--- src/include/player_defs.svh ---
`ifndef PLAYER_DEFS_SVH
`define PLAYER_DEFS_SVH

// screen coordinates
`define COORD_W 10

// start position and ground row, which is also the reset y
`define START_X 80
`define GROUND_Y 384

// lowest visible row where a dying fall ends
`define Y_MAX 479

// horizontal limits for running
`define X_RIGHT_LIMIT 639
`define X_LEFT_LIMIT 1

// character box
`define SPRITE_SIZE 32

// motion
`define JUMP_SPEED 15
`define RUN_STEP_FRAMES 8

// keyboard scan codes
`define KEY_LEFT 8'h04
`define KEY_RIGHT 8'h07
`define KEY_JUMP 8'h1A

`endif
--- src/hw/player_pkg.sv ---
`include "player_defs.svh"

package player_pkg;

    // unsigned pixel position
    typedef logic [`COORD_W-1:0] coord_t;

    // pixels per frame, negative is up or left
    typedef logic signed [`COORD_W-1:0] vel_t;

    typedef enum logic [3:0] {
        STAND,
        RUN1_R,
        RUN2_R,
        RUN3_R,
        RUN1_L,
        RUN2_L,
        RUN3_L,
        JUMP,
        AIR,
        LAND,
        DEAD
    } motion_state_e;

endpackage

--- src/hw/player_top.sv ---
module player_top
    import player_pkg::*;
(
    input  logic       Clk,
    input  logic       rst_n,
    input  logic       frame_clk,
    input  logic [7:0] keycode,
    input  logic       alive,
    input  coord_t     draw_x,
    input  coord_t     draw_y,
    output coord_t     pos_x,
    output coord_t     pos_y,
    output logic       in_air,
    output logic       sprite_on
);

    logic frame_tick;
    logic key_left;
    logic key_right;
    logic key_jump;
    vel_t vel_x;
    vel_t vel_y;
    logic dead;

    input_sampler u_input_sampler (
        .Clk        (Clk),
        .rst_n      (rst_n),
        .frame_clk  (frame_clk),
        .keycode    (keycode),
        .frame_tick (frame_tick),
        .key_left   (key_left),
        .key_right  (key_right),
        .key_jump   (key_jump)
    );

    motion_fsm u_motion_fsm (
        .Clk        (Clk),
        .rst_n      (rst_n),
        .frame_tick (frame_tick),
        .key_left   (key_left),
        .key_right  (key_right),
        .key_jump   (key_jump),
        .alive      (alive),
        .pos_x      (pos_x),
        .pos_y      (pos_y),
        .in_air     (in_air),
        .vel_x      (vel_x),
        .vel_y      (vel_y),
        .dead       (dead)
    );

    body_physics u_body_physics (
        .Clk        (Clk),
        .rst_n      (rst_n),
        .frame_tick (frame_tick),
        .vel_x      (vel_x),
        .vel_y      (vel_y),
        .dead       (dead),
        .pos_x      (pos_x),
        .pos_y      (pos_y),
        .in_air     (in_air)
    );

    sprite_hit u_sprite_hit (
        .Clk        (Clk),
        .rst_n      (rst_n),
        .draw_x     (draw_x),
        .draw_y     (draw_y),
        .pos_x      (pos_x),
        .pos_y      (pos_y),
        .sprite_on  (sprite_on)
    );

endmodule

--- src/hw/sprite_hit.sv ---
`include "player_defs.svh"

module sprite_hit
    import player_pkg::*;
(
    input  logic   Clk,
    input  logic   rst_n,
    input  coord_t draw_x,
    input  coord_t draw_y,
    input  coord_t pos_x,
    input  coord_t pos_y,
    output logic   sprite_on
);

    logic [`COORD_W:0] x_end;
    logic [`COORD_W:0] y_end;

    assign x_end = {1'b0, pos_x} + (`COORD_W+1)'(`SPRITE_SIZE);
    assign y_end = {1'b0, pos_y} + (`COORD_W+1)'(`SPRITE_SIZE);

    // right edge exclusive, bottom edge inclusive
    always_ff @(posedge Clk or negedge rst_n)
    begin
        if (!rst_n)
            sprite_on <= 1'b0;
        else
            sprite_on <= (draw_x >= pos_x) && ({1'b0, draw_x} < x_end) &&
                         (draw_y >= pos_y) && ({1'b0, draw_y} <= y_end);
    end

endmodule

--- src/hw/body_physics.sv ---
`include "player_defs.svh"

module body_physics
    import player_pkg::*;
(
    input  logic   Clk,
    input  logic   rst_n,
    input  logic   frame_tick,
    input  vel_t   vel_x,
    input  vel_t   vel_y,
    input  logic   dead,
    output coord_t pos_x,
    output coord_t pos_y,
    output logic   in_air
);

    logic signed [`COORD_W:0] y_sum;

    // one extra bit so the sum cannot wrap past the top
    assign y_sum  = $signed({1'b0, pos_y}) + (`COORD_W+1)'(vel_y);
    assign in_air = y_sum < (`COORD_W+1)'(`GROUND_Y);

    always_ff @(posedge Clk or negedge rst_n)
    begin
        if (!rst_n)
        begin
            pos_x <= coord_t'(`START_X);
            pos_y <= coord_t'(`GROUND_Y);
        end
        else if (frame_tick)
        begin
            // two's complement add also moves left
            pos_x <= pos_x + coord_t'(vel_x);
            if (dead && y_sum >= (`COORD_W+1)'(`Y_MAX))
                pos_y <= coord_t'(`Y_MAX);
            else if (in_air || dead)
                pos_y <= coord_t'(y_sum);
            else
                pos_y <= coord_t'(`GROUND_Y);
        end
    end

endmodule

--- src/hw/motion_fsm.sv ---
`include "player_defs.svh"

module motion_fsm
    import player_pkg::*;
(
    input  logic   Clk,
    input  logic   rst_n,
    input  logic   frame_tick,
    input  logic   key_left,
    input  logic   key_right,
    input  logic   key_jump,
    input  logic   alive,
    input  coord_t pos_x,
    input  coord_t pos_y,
    input  logic   in_air,
    output vel_t   vel_x,
    output vel_t   vel_y,
    output logic   dead
);

    motion_state_e state;
    motion_state_e state_nx;
    motion_state_e run_up;
    vel_t          vel_x_nx;
    vel_t          vel_y_nx;
    vel_t          run_vel;
    logic          dead_nx;
    logic [3:0]    run_cnt;
    logic [3:0]    run_cnt_nx;
    logic          jump_latch;
    logic          jump_latch_nx;
    logic          run_right;
    logic          run_key;
    logic          speed3;

    logic [`COORD_W:0]        x_right;
    logic signed [`COORD_W:0] x_left;
    logic signed [`COORD_W:0] y_sum;

    assign x_right = {1'b0, pos_x} + (`COORD_W+1)'(`SPRITE_SIZE);
    assign x_left  = $signed({1'b0, pos_x}) + (`COORD_W+1)'(vel_x);
    assign y_sum   = $signed({1'b0, pos_y}) + (`COORD_W+1)'(vel_y);

    assign run_right = state inside {RUN1_R, RUN2_R, RUN3_R};
    assign run_key   = run_right ? key_right : key_left;
    assign speed3    = state inside {RUN3_R, RUN3_L};

    // speed of the current run state and the one above it
    always_comb
    begin
        case (state)
            RUN1_R:  run_vel = vel_t'(1);
            RUN2_R:  run_vel = vel_t'(2);
            RUN3_R:  run_vel = vel_t'(3);
            RUN1_L:  run_vel = vel_t'(-1);
            RUN2_L:  run_vel = vel_t'(-2);
            RUN3_L:  run_vel = vel_t'(-3);
            default: run_vel = '0;
        endcase
        case (state)
            RUN1_R:  run_up = RUN2_R;
            RUN2_R:  run_up = RUN3_R;
            RUN1_L:  run_up = RUN2_L;
            RUN2_L:  run_up = RUN3_L;
            default: run_up = state;
        endcase
    end

    always_comb
    begin
        state_nx      = state;
        vel_x_nx      = vel_x;
        vel_y_nx      = vel_y;
        dead_nx       = dead;
        run_cnt_nx    = run_cnt;
        jump_latch_nx = jump_latch;
        if (!key_jump)
            jump_latch_nx = 1'b0;

        case (state)
            STAND:
            begin
                vel_x_nx   = '0;
                vel_y_nx   = '0;
                run_cnt_nx = '0;
                if (key_jump && !jump_latch)
                    state_nx = JUMP;
                else if (key_left)
                    state_nx = RUN1_L;
                else if (key_right)
                    state_nx = RUN1_R;
            end
            RUN1_R, RUN2_R, RUN3_R, RUN1_L, RUN2_L, RUN3_L:
            begin
                vel_x_nx = run_vel;
                vel_y_nx = '0;
                // stop at the screen edges
                if (run_right && x_right >= (`COORD_W+1)'(`X_RIGHT_LIMIT))
                    vel_x_nx = '0;
                if (!run_right && x_left <= (`COORD_W+1)'(`X_LEFT_LIMIT))
                    vel_x_nx = '0;
                if (key_jump && !jump_latch)
                begin
                    state_nx   = JUMP;
                    run_cnt_nx = '0;
                end
                else if (!run_key)
                begin
                    state_nx   = speed3 ? (run_right ? RUN1_R : RUN1_L) : STAND;
                    run_cnt_nx = '0;
                end
                else if (!speed3)
                begin
                    if (run_cnt == 4'(`RUN_STEP_FRAMES))
                    begin
                        state_nx   = run_up;
                        run_cnt_nx = '0;
                    end
                    else
                        run_cnt_nx = run_cnt + 4'd1;
                end
            end
            JUMP:
            begin
                vel_y_nx      = vel_t'(-`JUMP_SPEED);
                jump_latch_nx = 1'b1;
                state_nx      = AIR;
            end
            AIR:
            begin
                if (in_air)
                begin
                    vel_y_nx = vel_y + vel_t'(1);
                    // bounce off the top of the screen
                    if (y_sum < (`COORD_W+1)'(5))
                        vel_y_nx = -vel_y;
                end
                else
                begin
                    state_nx = LAND;
                    vel_y_nx = '0;
                end
            end
            LAND:
            begin
                run_cnt_nx = '0;
                case (vel_x)
                    vel_t'(1):  state_nx = RUN1_R;
                    vel_t'(2):  state_nx = RUN2_R;
                    vel_t'(3):  state_nx = RUN3_R;
                    vel_t'(-1): state_nx = RUN1_L;
                    vel_t'(-2): state_nx = RUN2_L;
                    vel_t'(-3): state_nx = RUN3_L;
                    default:    state_nx = STAND;
                endcase
            end
            DEAD:
            begin
                // gravity, held short of signed wrap
                if (vel_y < vel_t'(`Y_MAX))
                    vel_y_nx = vel_y + vel_t'(1);
            end
            default:
                state_nx = STAND;
        endcase

        if (!alive && state != DEAD)
        begin
            state_nx = DEAD;
            vel_x_nx = '0;
            vel_y_nx = vel_t'(-`JUMP_SPEED);
            dead_nx  = 1'b1;
        end
    end

    always_ff @(posedge Clk or negedge rst_n)
    begin
        if (!rst_n)
        begin
            state      <= STAND;
            vel_x      <= '0;
            vel_y      <= '0;
            dead       <= 1'b0;
            run_cnt    <= '0;
            jump_latch <= 1'b0;
        end
        else if (frame_tick)
        begin
            state      <= state_nx;
            vel_x      <= vel_x_nx;
            vel_y      <= vel_y_nx;
            dead       <= dead_nx;
            run_cnt    <= run_cnt_nx;
            jump_latch <= jump_latch_nx;
        end
    end

endmodule

--- src/hw/input_sampler.sv ---
`include "player_defs.svh"

module input_sampler
(
    input  logic       Clk,
    input  logic       rst_n,
    input  logic       frame_clk,
    input  logic [7:0] keycode,
    output logic       frame_tick,
    output logic       key_left,
    output logic       key_right,
    output logic       key_jump
);

    logic frame_sync1;
    logic frame_sync2;
    logic frame_prev;

    // two flop sync, then rising edge into a one cycle tick
    always_ff @(posedge Clk or negedge rst_n)
    begin
        if (!rst_n)
        begin
            frame_sync1 <= 1'b0;
            frame_sync2 <= 1'b0;
            frame_prev  <= 1'b0;
            frame_tick  <= 1'b0;
        end
        else
        begin
            frame_sync1 <= frame_clk;
            frame_sync2 <= frame_sync1;
            frame_prev  <= frame_sync2;
            frame_tick  <= frame_sync2 & ~frame_prev;
        end
    end

    // keycode holds one code, so at most one key is set
    always_ff @(posedge Clk or negedge rst_n)
    begin
        if (!rst_n)
        begin
            key_left  <= 1'b0;
            key_right <= 1'b0;
            key_jump  <= 1'b0;
        end
        else
        begin
            key_left  <= (keycode == `KEY_LEFT);
            key_right <= (keycode == `KEY_RIGHT);
            key_jump  <= (keycode == `KEY_JUMP);
        end
    end

endmodule

--- config.mk ---
export PLATFORM = sky130hd
export DESIGN_NAME = player_top
export DESIGN_NICKNAME = d
export VERILOG_FILES = /design/src/hw/player_pkg.sv /design/src/hw/player_top.sv /design/src/hw/sprite_hit.sv /design/src/hw/body_physics.sv /design/src/hw/motion_fsm.sv /design/src/hw/input_sampler.sv
export VERILOG_INCLUDE_DIRS = /design/src /design/src/include
export SDC_FILE = /design/constraint.sdc
export NUM_CORES = 1
export LEC_CHECK = 0
export BUFFER_PORTS_ARGS = -buffer_cell sky130_fd_sc_hd__buf_2
export CAP_MARGIN = 20
export CELL_PAD_IN_SITES_DETAIL_PLACEMENT = 1
export CELL_PAD_IN_SITES_GLOBAL_PLACEMENT = 1
export CORE_MARGIN = 4
export CORE_UTILIZATION = 41
export DETAILED_ROUTE_END_ITERATION = 7
export PLACE_DENSITY = 0.88
export SYNTH_ARGS = -nofsm -noshare
export SYNTH_HDL_FRONTEND = slang
export SYNTH_SLANG_ARGS = --single-unit
--- constraint.sdc ---
create_clock -name Clk -period 3.2 [get_ports Clk]
set_input_delay 0.32 -clock Clk [delete_from_list [all_inputs] [get_ports Clk]]
set_output_delay 0.32 -clock Clk [all_outputs]
set_load 0.05 [all_outputs]
==> qor.txt <==
hold buffers post-CTS -> 0
RSZ-0062 raised after global routing -> yes
Setup Skew -> 0.00735 ns
maximum clock insertion buffer count -> 2
total grt overflow -> 0
Worst EP required -> 3.38 ns
vias in the first global route -> 5,681
CP Data Arrival Time -> 3.38 ns
Die Height -> 119 um
gr usage total -> 23.3%
via count -> 5,301
number of diodes -> 0
Post-Syn Area -> 0.00505 mm^2
First-pass DRT Iterations -> 5
routing usage on met2 -> 42.2%
CTS tree -> yes
port bufs -> 53
clk root buf -> clkbuf_16
CTS Sinks -> 51
first-pass GRT wire length -> 27.4 mm
Worst Setup SP -> u_motion_fsm.vel_y[1]
Crit path max-delay family -> compound AO/OA/AOI/OAI gates
Buf/Inv on CP -> 2
nets -> 790
Crit-path slowest cell -> dfrtp_1
Hold WC Path Type -> in -> async
Slew headroom -> 50.5%
R2R Path Start -> u_motion_fsm.vel_y[1]
sequential share of power -> 15.6%
fmax -> 313 MHz
CP endpoint kind -> flop
Routed WL -> 17.0 mm
Crit Path Max Fanout -> 6
multi-input logic area -> 0.00369 mm^2
Synth cell types -> 83
syn_area_per_cell -> 8.14 um^2
Clock power frac -> 7.4%
number of remaining DRC errors -> 0
Die ar. -> 0.0142 mm^2
Cells after Synth -> 620
met1 usage -> 27.7%
Post-DP HPWL -> 13.1 mm
chip width -> 119 um
row cnt -> 40
Main synth FF type -> dfrtp_1
CTS buffer count -> 5
slew at the pin closest to its max-slew limit -> 0.743 ns
number of DRC markers in iteration 0 -> 302
WP depth -> 12
Sw Ratio -> 53.9%
Post-synth EDFFs -> 0
Seq/Total Area, Yosys -> 25.4%
cell chain of the critical path -> inv_1 -> fa_2 -> nand2b_4 -> a211oi_1 -> o211ai_2 -> a31oi_1 -> o21bai_4 -> and3b_2 -> buf_6 -> a21oi_2 -> o21ai_1 -> a22o_1
met3 GRT Util -> 3.42%
syn_nets -> 711
clock slew at reported path FFs -> 0.07 ns
Tot Pwr -> 7490 uW
largest net degree at the start of global routing -> 38
Area Growth Syn to Fin -> 20.3%
core area -> 0.0120 mm^2
crit-path max cell delay -> 0.46 ns
min Tclk post-route -> 3.20 ns
antenna violations before repair -> 0
asr flop ratio synth -> 100%
Peak VDD IR -> 0.486 mV
Fill cells -> 1,459
Reg2Reg Depth -> 12
Ys Warns -> 0
IO Count -> 54
P_leak -> 0.00272 uW
final setup fails -> 0
hold_ws -> 0.0808 ns
initial core utilization -> 42.0%
max-slew violation count -> 0
H-tree depth -> 2
Setup crit end -> u_motion_fsm.vel_y[0]
DRT antenna net count -> 0
Setup crit start kind -> flop
share of post-route cells with drive strength above 1 -> 22.7%
outcome -> finished, final reports clean
via/cell ratio -> 6.26
GP Congestion -> 0.930
Final Hold Viols -> 0
Comb pwr share -> 77.1%
sequential cell area -> 0.00128 mm^2
NetSw -> 4030 uW
Max-Cap Viols -> 0
#FFs+latches synth -> 51
post-route clock period utilization -> 100%
Pwr per Cell Area -> 1230 mW/mm^2
wire per inst -> 20.1 um
reg-to-reg slack, setup -> 0.0004 ns
Worst R2R End -> u_motion_fsm.vel_y[0]
critical path class -> reg -> reg
busiest grt layer -> met2
clk_lat worst skew -> 0.30 ns
Pint -> 3450 uW
==> cells by family after synthesis <==
group,share of synthesized area (%)
buffers and inverters,5.48
xor gates and xnor gates,3.82
adders and majority gates,15.1
muxes,2.85
and+or+nand+nor,20.6
DFF,25.4
AOI/OAI and AO/OA,26.7
==> timing repair <==
item                       in CTS  in global routing
cloned                          0                  0
setup endpoints to repair       8                 13
pin swaps                       3                 11
setup buffers                   0                  6
resized for setup               2                 34
==> sequential cells by signal, indices dropped and copies added (netlist names) <==
signal / cells
u_body_physics.pos_x: 10
u_body_physics.pos_y: 10
u_input_sampler.frame_prev: 1
u_input_sampler.frame_sync1: 1
u_input_sampler.frame_sync2: 1
u_input_sampler.frame_tick: 1
u_input_sampler.key_jump: 1
u_input_sampler.key_left: 1
u_input_sampler.key_right: 1
u_motion_fsm.dead: 1
u_motion_fsm.jump_latch: 1
u_motion_fsm.run_cnt: 4
u_motion_fsm.state: 4
u_motion_fsm.vel_x: 3
u_motion_fsm.vel_y: 10
u_sprite_hit.sprite_on: 1
==> metal layers <==
layer / up-vias / routed length, um
li1: 2456 / -
met1: 2624 / 6980
met2: 167 / 8750
met3: 54 / 671
met4: 0 / 578
met5: - / 0
==> per-stage QoR <==
stage / std cells / setup TNS (ns) / utilization, % / setup WS [ns] / instance area, um^2
finish: 847 / 0 / 50.6 / 0.000356 / 6070
global route: 847 / -0.710 / 50.6 / -0.109 / 6070
CTS: 841 / 0 / 49.0 / 0.00443 / 5890
detailed placement: 833 / -0.289 / 47.7 / -0.146 / 5730
global placement: 833 / 0 / 47.7 / 0.0743 / 5730
floorplan: 620 / -0.752 / - / -0.220 / 5120
==> power groups by stage <==
stage               sequential, uW  clock, uW  combinational (uW)
floorplan                     1520          0                3320
global placement              1150          0                4940
detailed placement            1170          0                5240
CTS                           1160        563                5300
global route                  1190        592                6260
finish                        1160        552                5770
==> synthesized netlist by cell type, types with 9 or more instances <==
library cell  instances  area share (%)
a211oi_1             13             1.9
a21oi_1              49             4.9
a31oi_1               9             1.1
and3_1                9             1.1
clkbuf_1             17             1.3
dfrtp_1              47              23
ha_1                 57              14
inv_1                46             3.4
mux2i_1              11             2.2
nand2_1              42             3.1
nand3_1              27             2.7
nor2_1               40             3.0
nor2b_1               9             1.1
nor3_1               18             1.8
o21ai_0              48             4.8
o22ai_1              11             1.4
xnor2_1              19             3.3
==> final cells by class <==
cell class / count / share of cell area, %
Sequential cell: 51 / 21.1
Inverter: 46 / 2.84
Clock buffer: 5 / 2.06
Timing Repair Buffer: 96 / 9.91
Multi-Input combinational cell: 499 / 60.7
Tap cell: 147 / 3.03
Clock inverter: 3 / 0.309
==> worst reg2reg max path: stages (launching register included) <==
cell      delay [ns]
dfrtp_1         0.46
inv_1           0.15
fa_2            0.36
nand2b_4        0.17
a211oi_1        0.42
o211ai_2        0.18
a31oi_1         0.31
o21bai_4        0.15
and3b_2         0.27
buf_6           0.14
a21oi_2         0.15
o21ai_1         0.09
a22o_1          0.25
==> placed cells by master, fill, tap and decap left out, types with 7 or more instances in the layout <==
cell type / count
inv_1: 45
nand3_1: 26
buf_4: 41
nand2_1: 42
o21a_1: 8
nor3_1: 16
a31oi_1: 8
o21ai_0: 44
a21o_1: 7
mux2i_1: 11
o22ai_1: 11
dfrtp_1: 45
nor2_1: 39
buf_2: 52
xnor2_1: 19
and3_1: 8
nand2b_1: 7
a21oi_1: 45
nor2b_1: 9
a211oi_1: 10
ha_1: 56
==> worst min-delay path by stage <==
stage                                 from                          end  depth (start not counted)
2_1_floorplan                        rst_n      u_body_physics.pos_x[0]                          0
3_3_place_gp   u_input_sampler.frame_sync1  u_input_sampler.frame_sync2                          0
3_5_place_dp   u_input_sampler.frame_sync1  u_input_sampler.frame_sync2                          0
4_1_cts                              rst_n    u_input_sampler.key_right                          1
5_1_grt                              rst_n    u_input_sampler.key_right                          1
6_report                             rst_n    u_input_sampler.key_right                          1
Power figures use the tool's default switching activity.
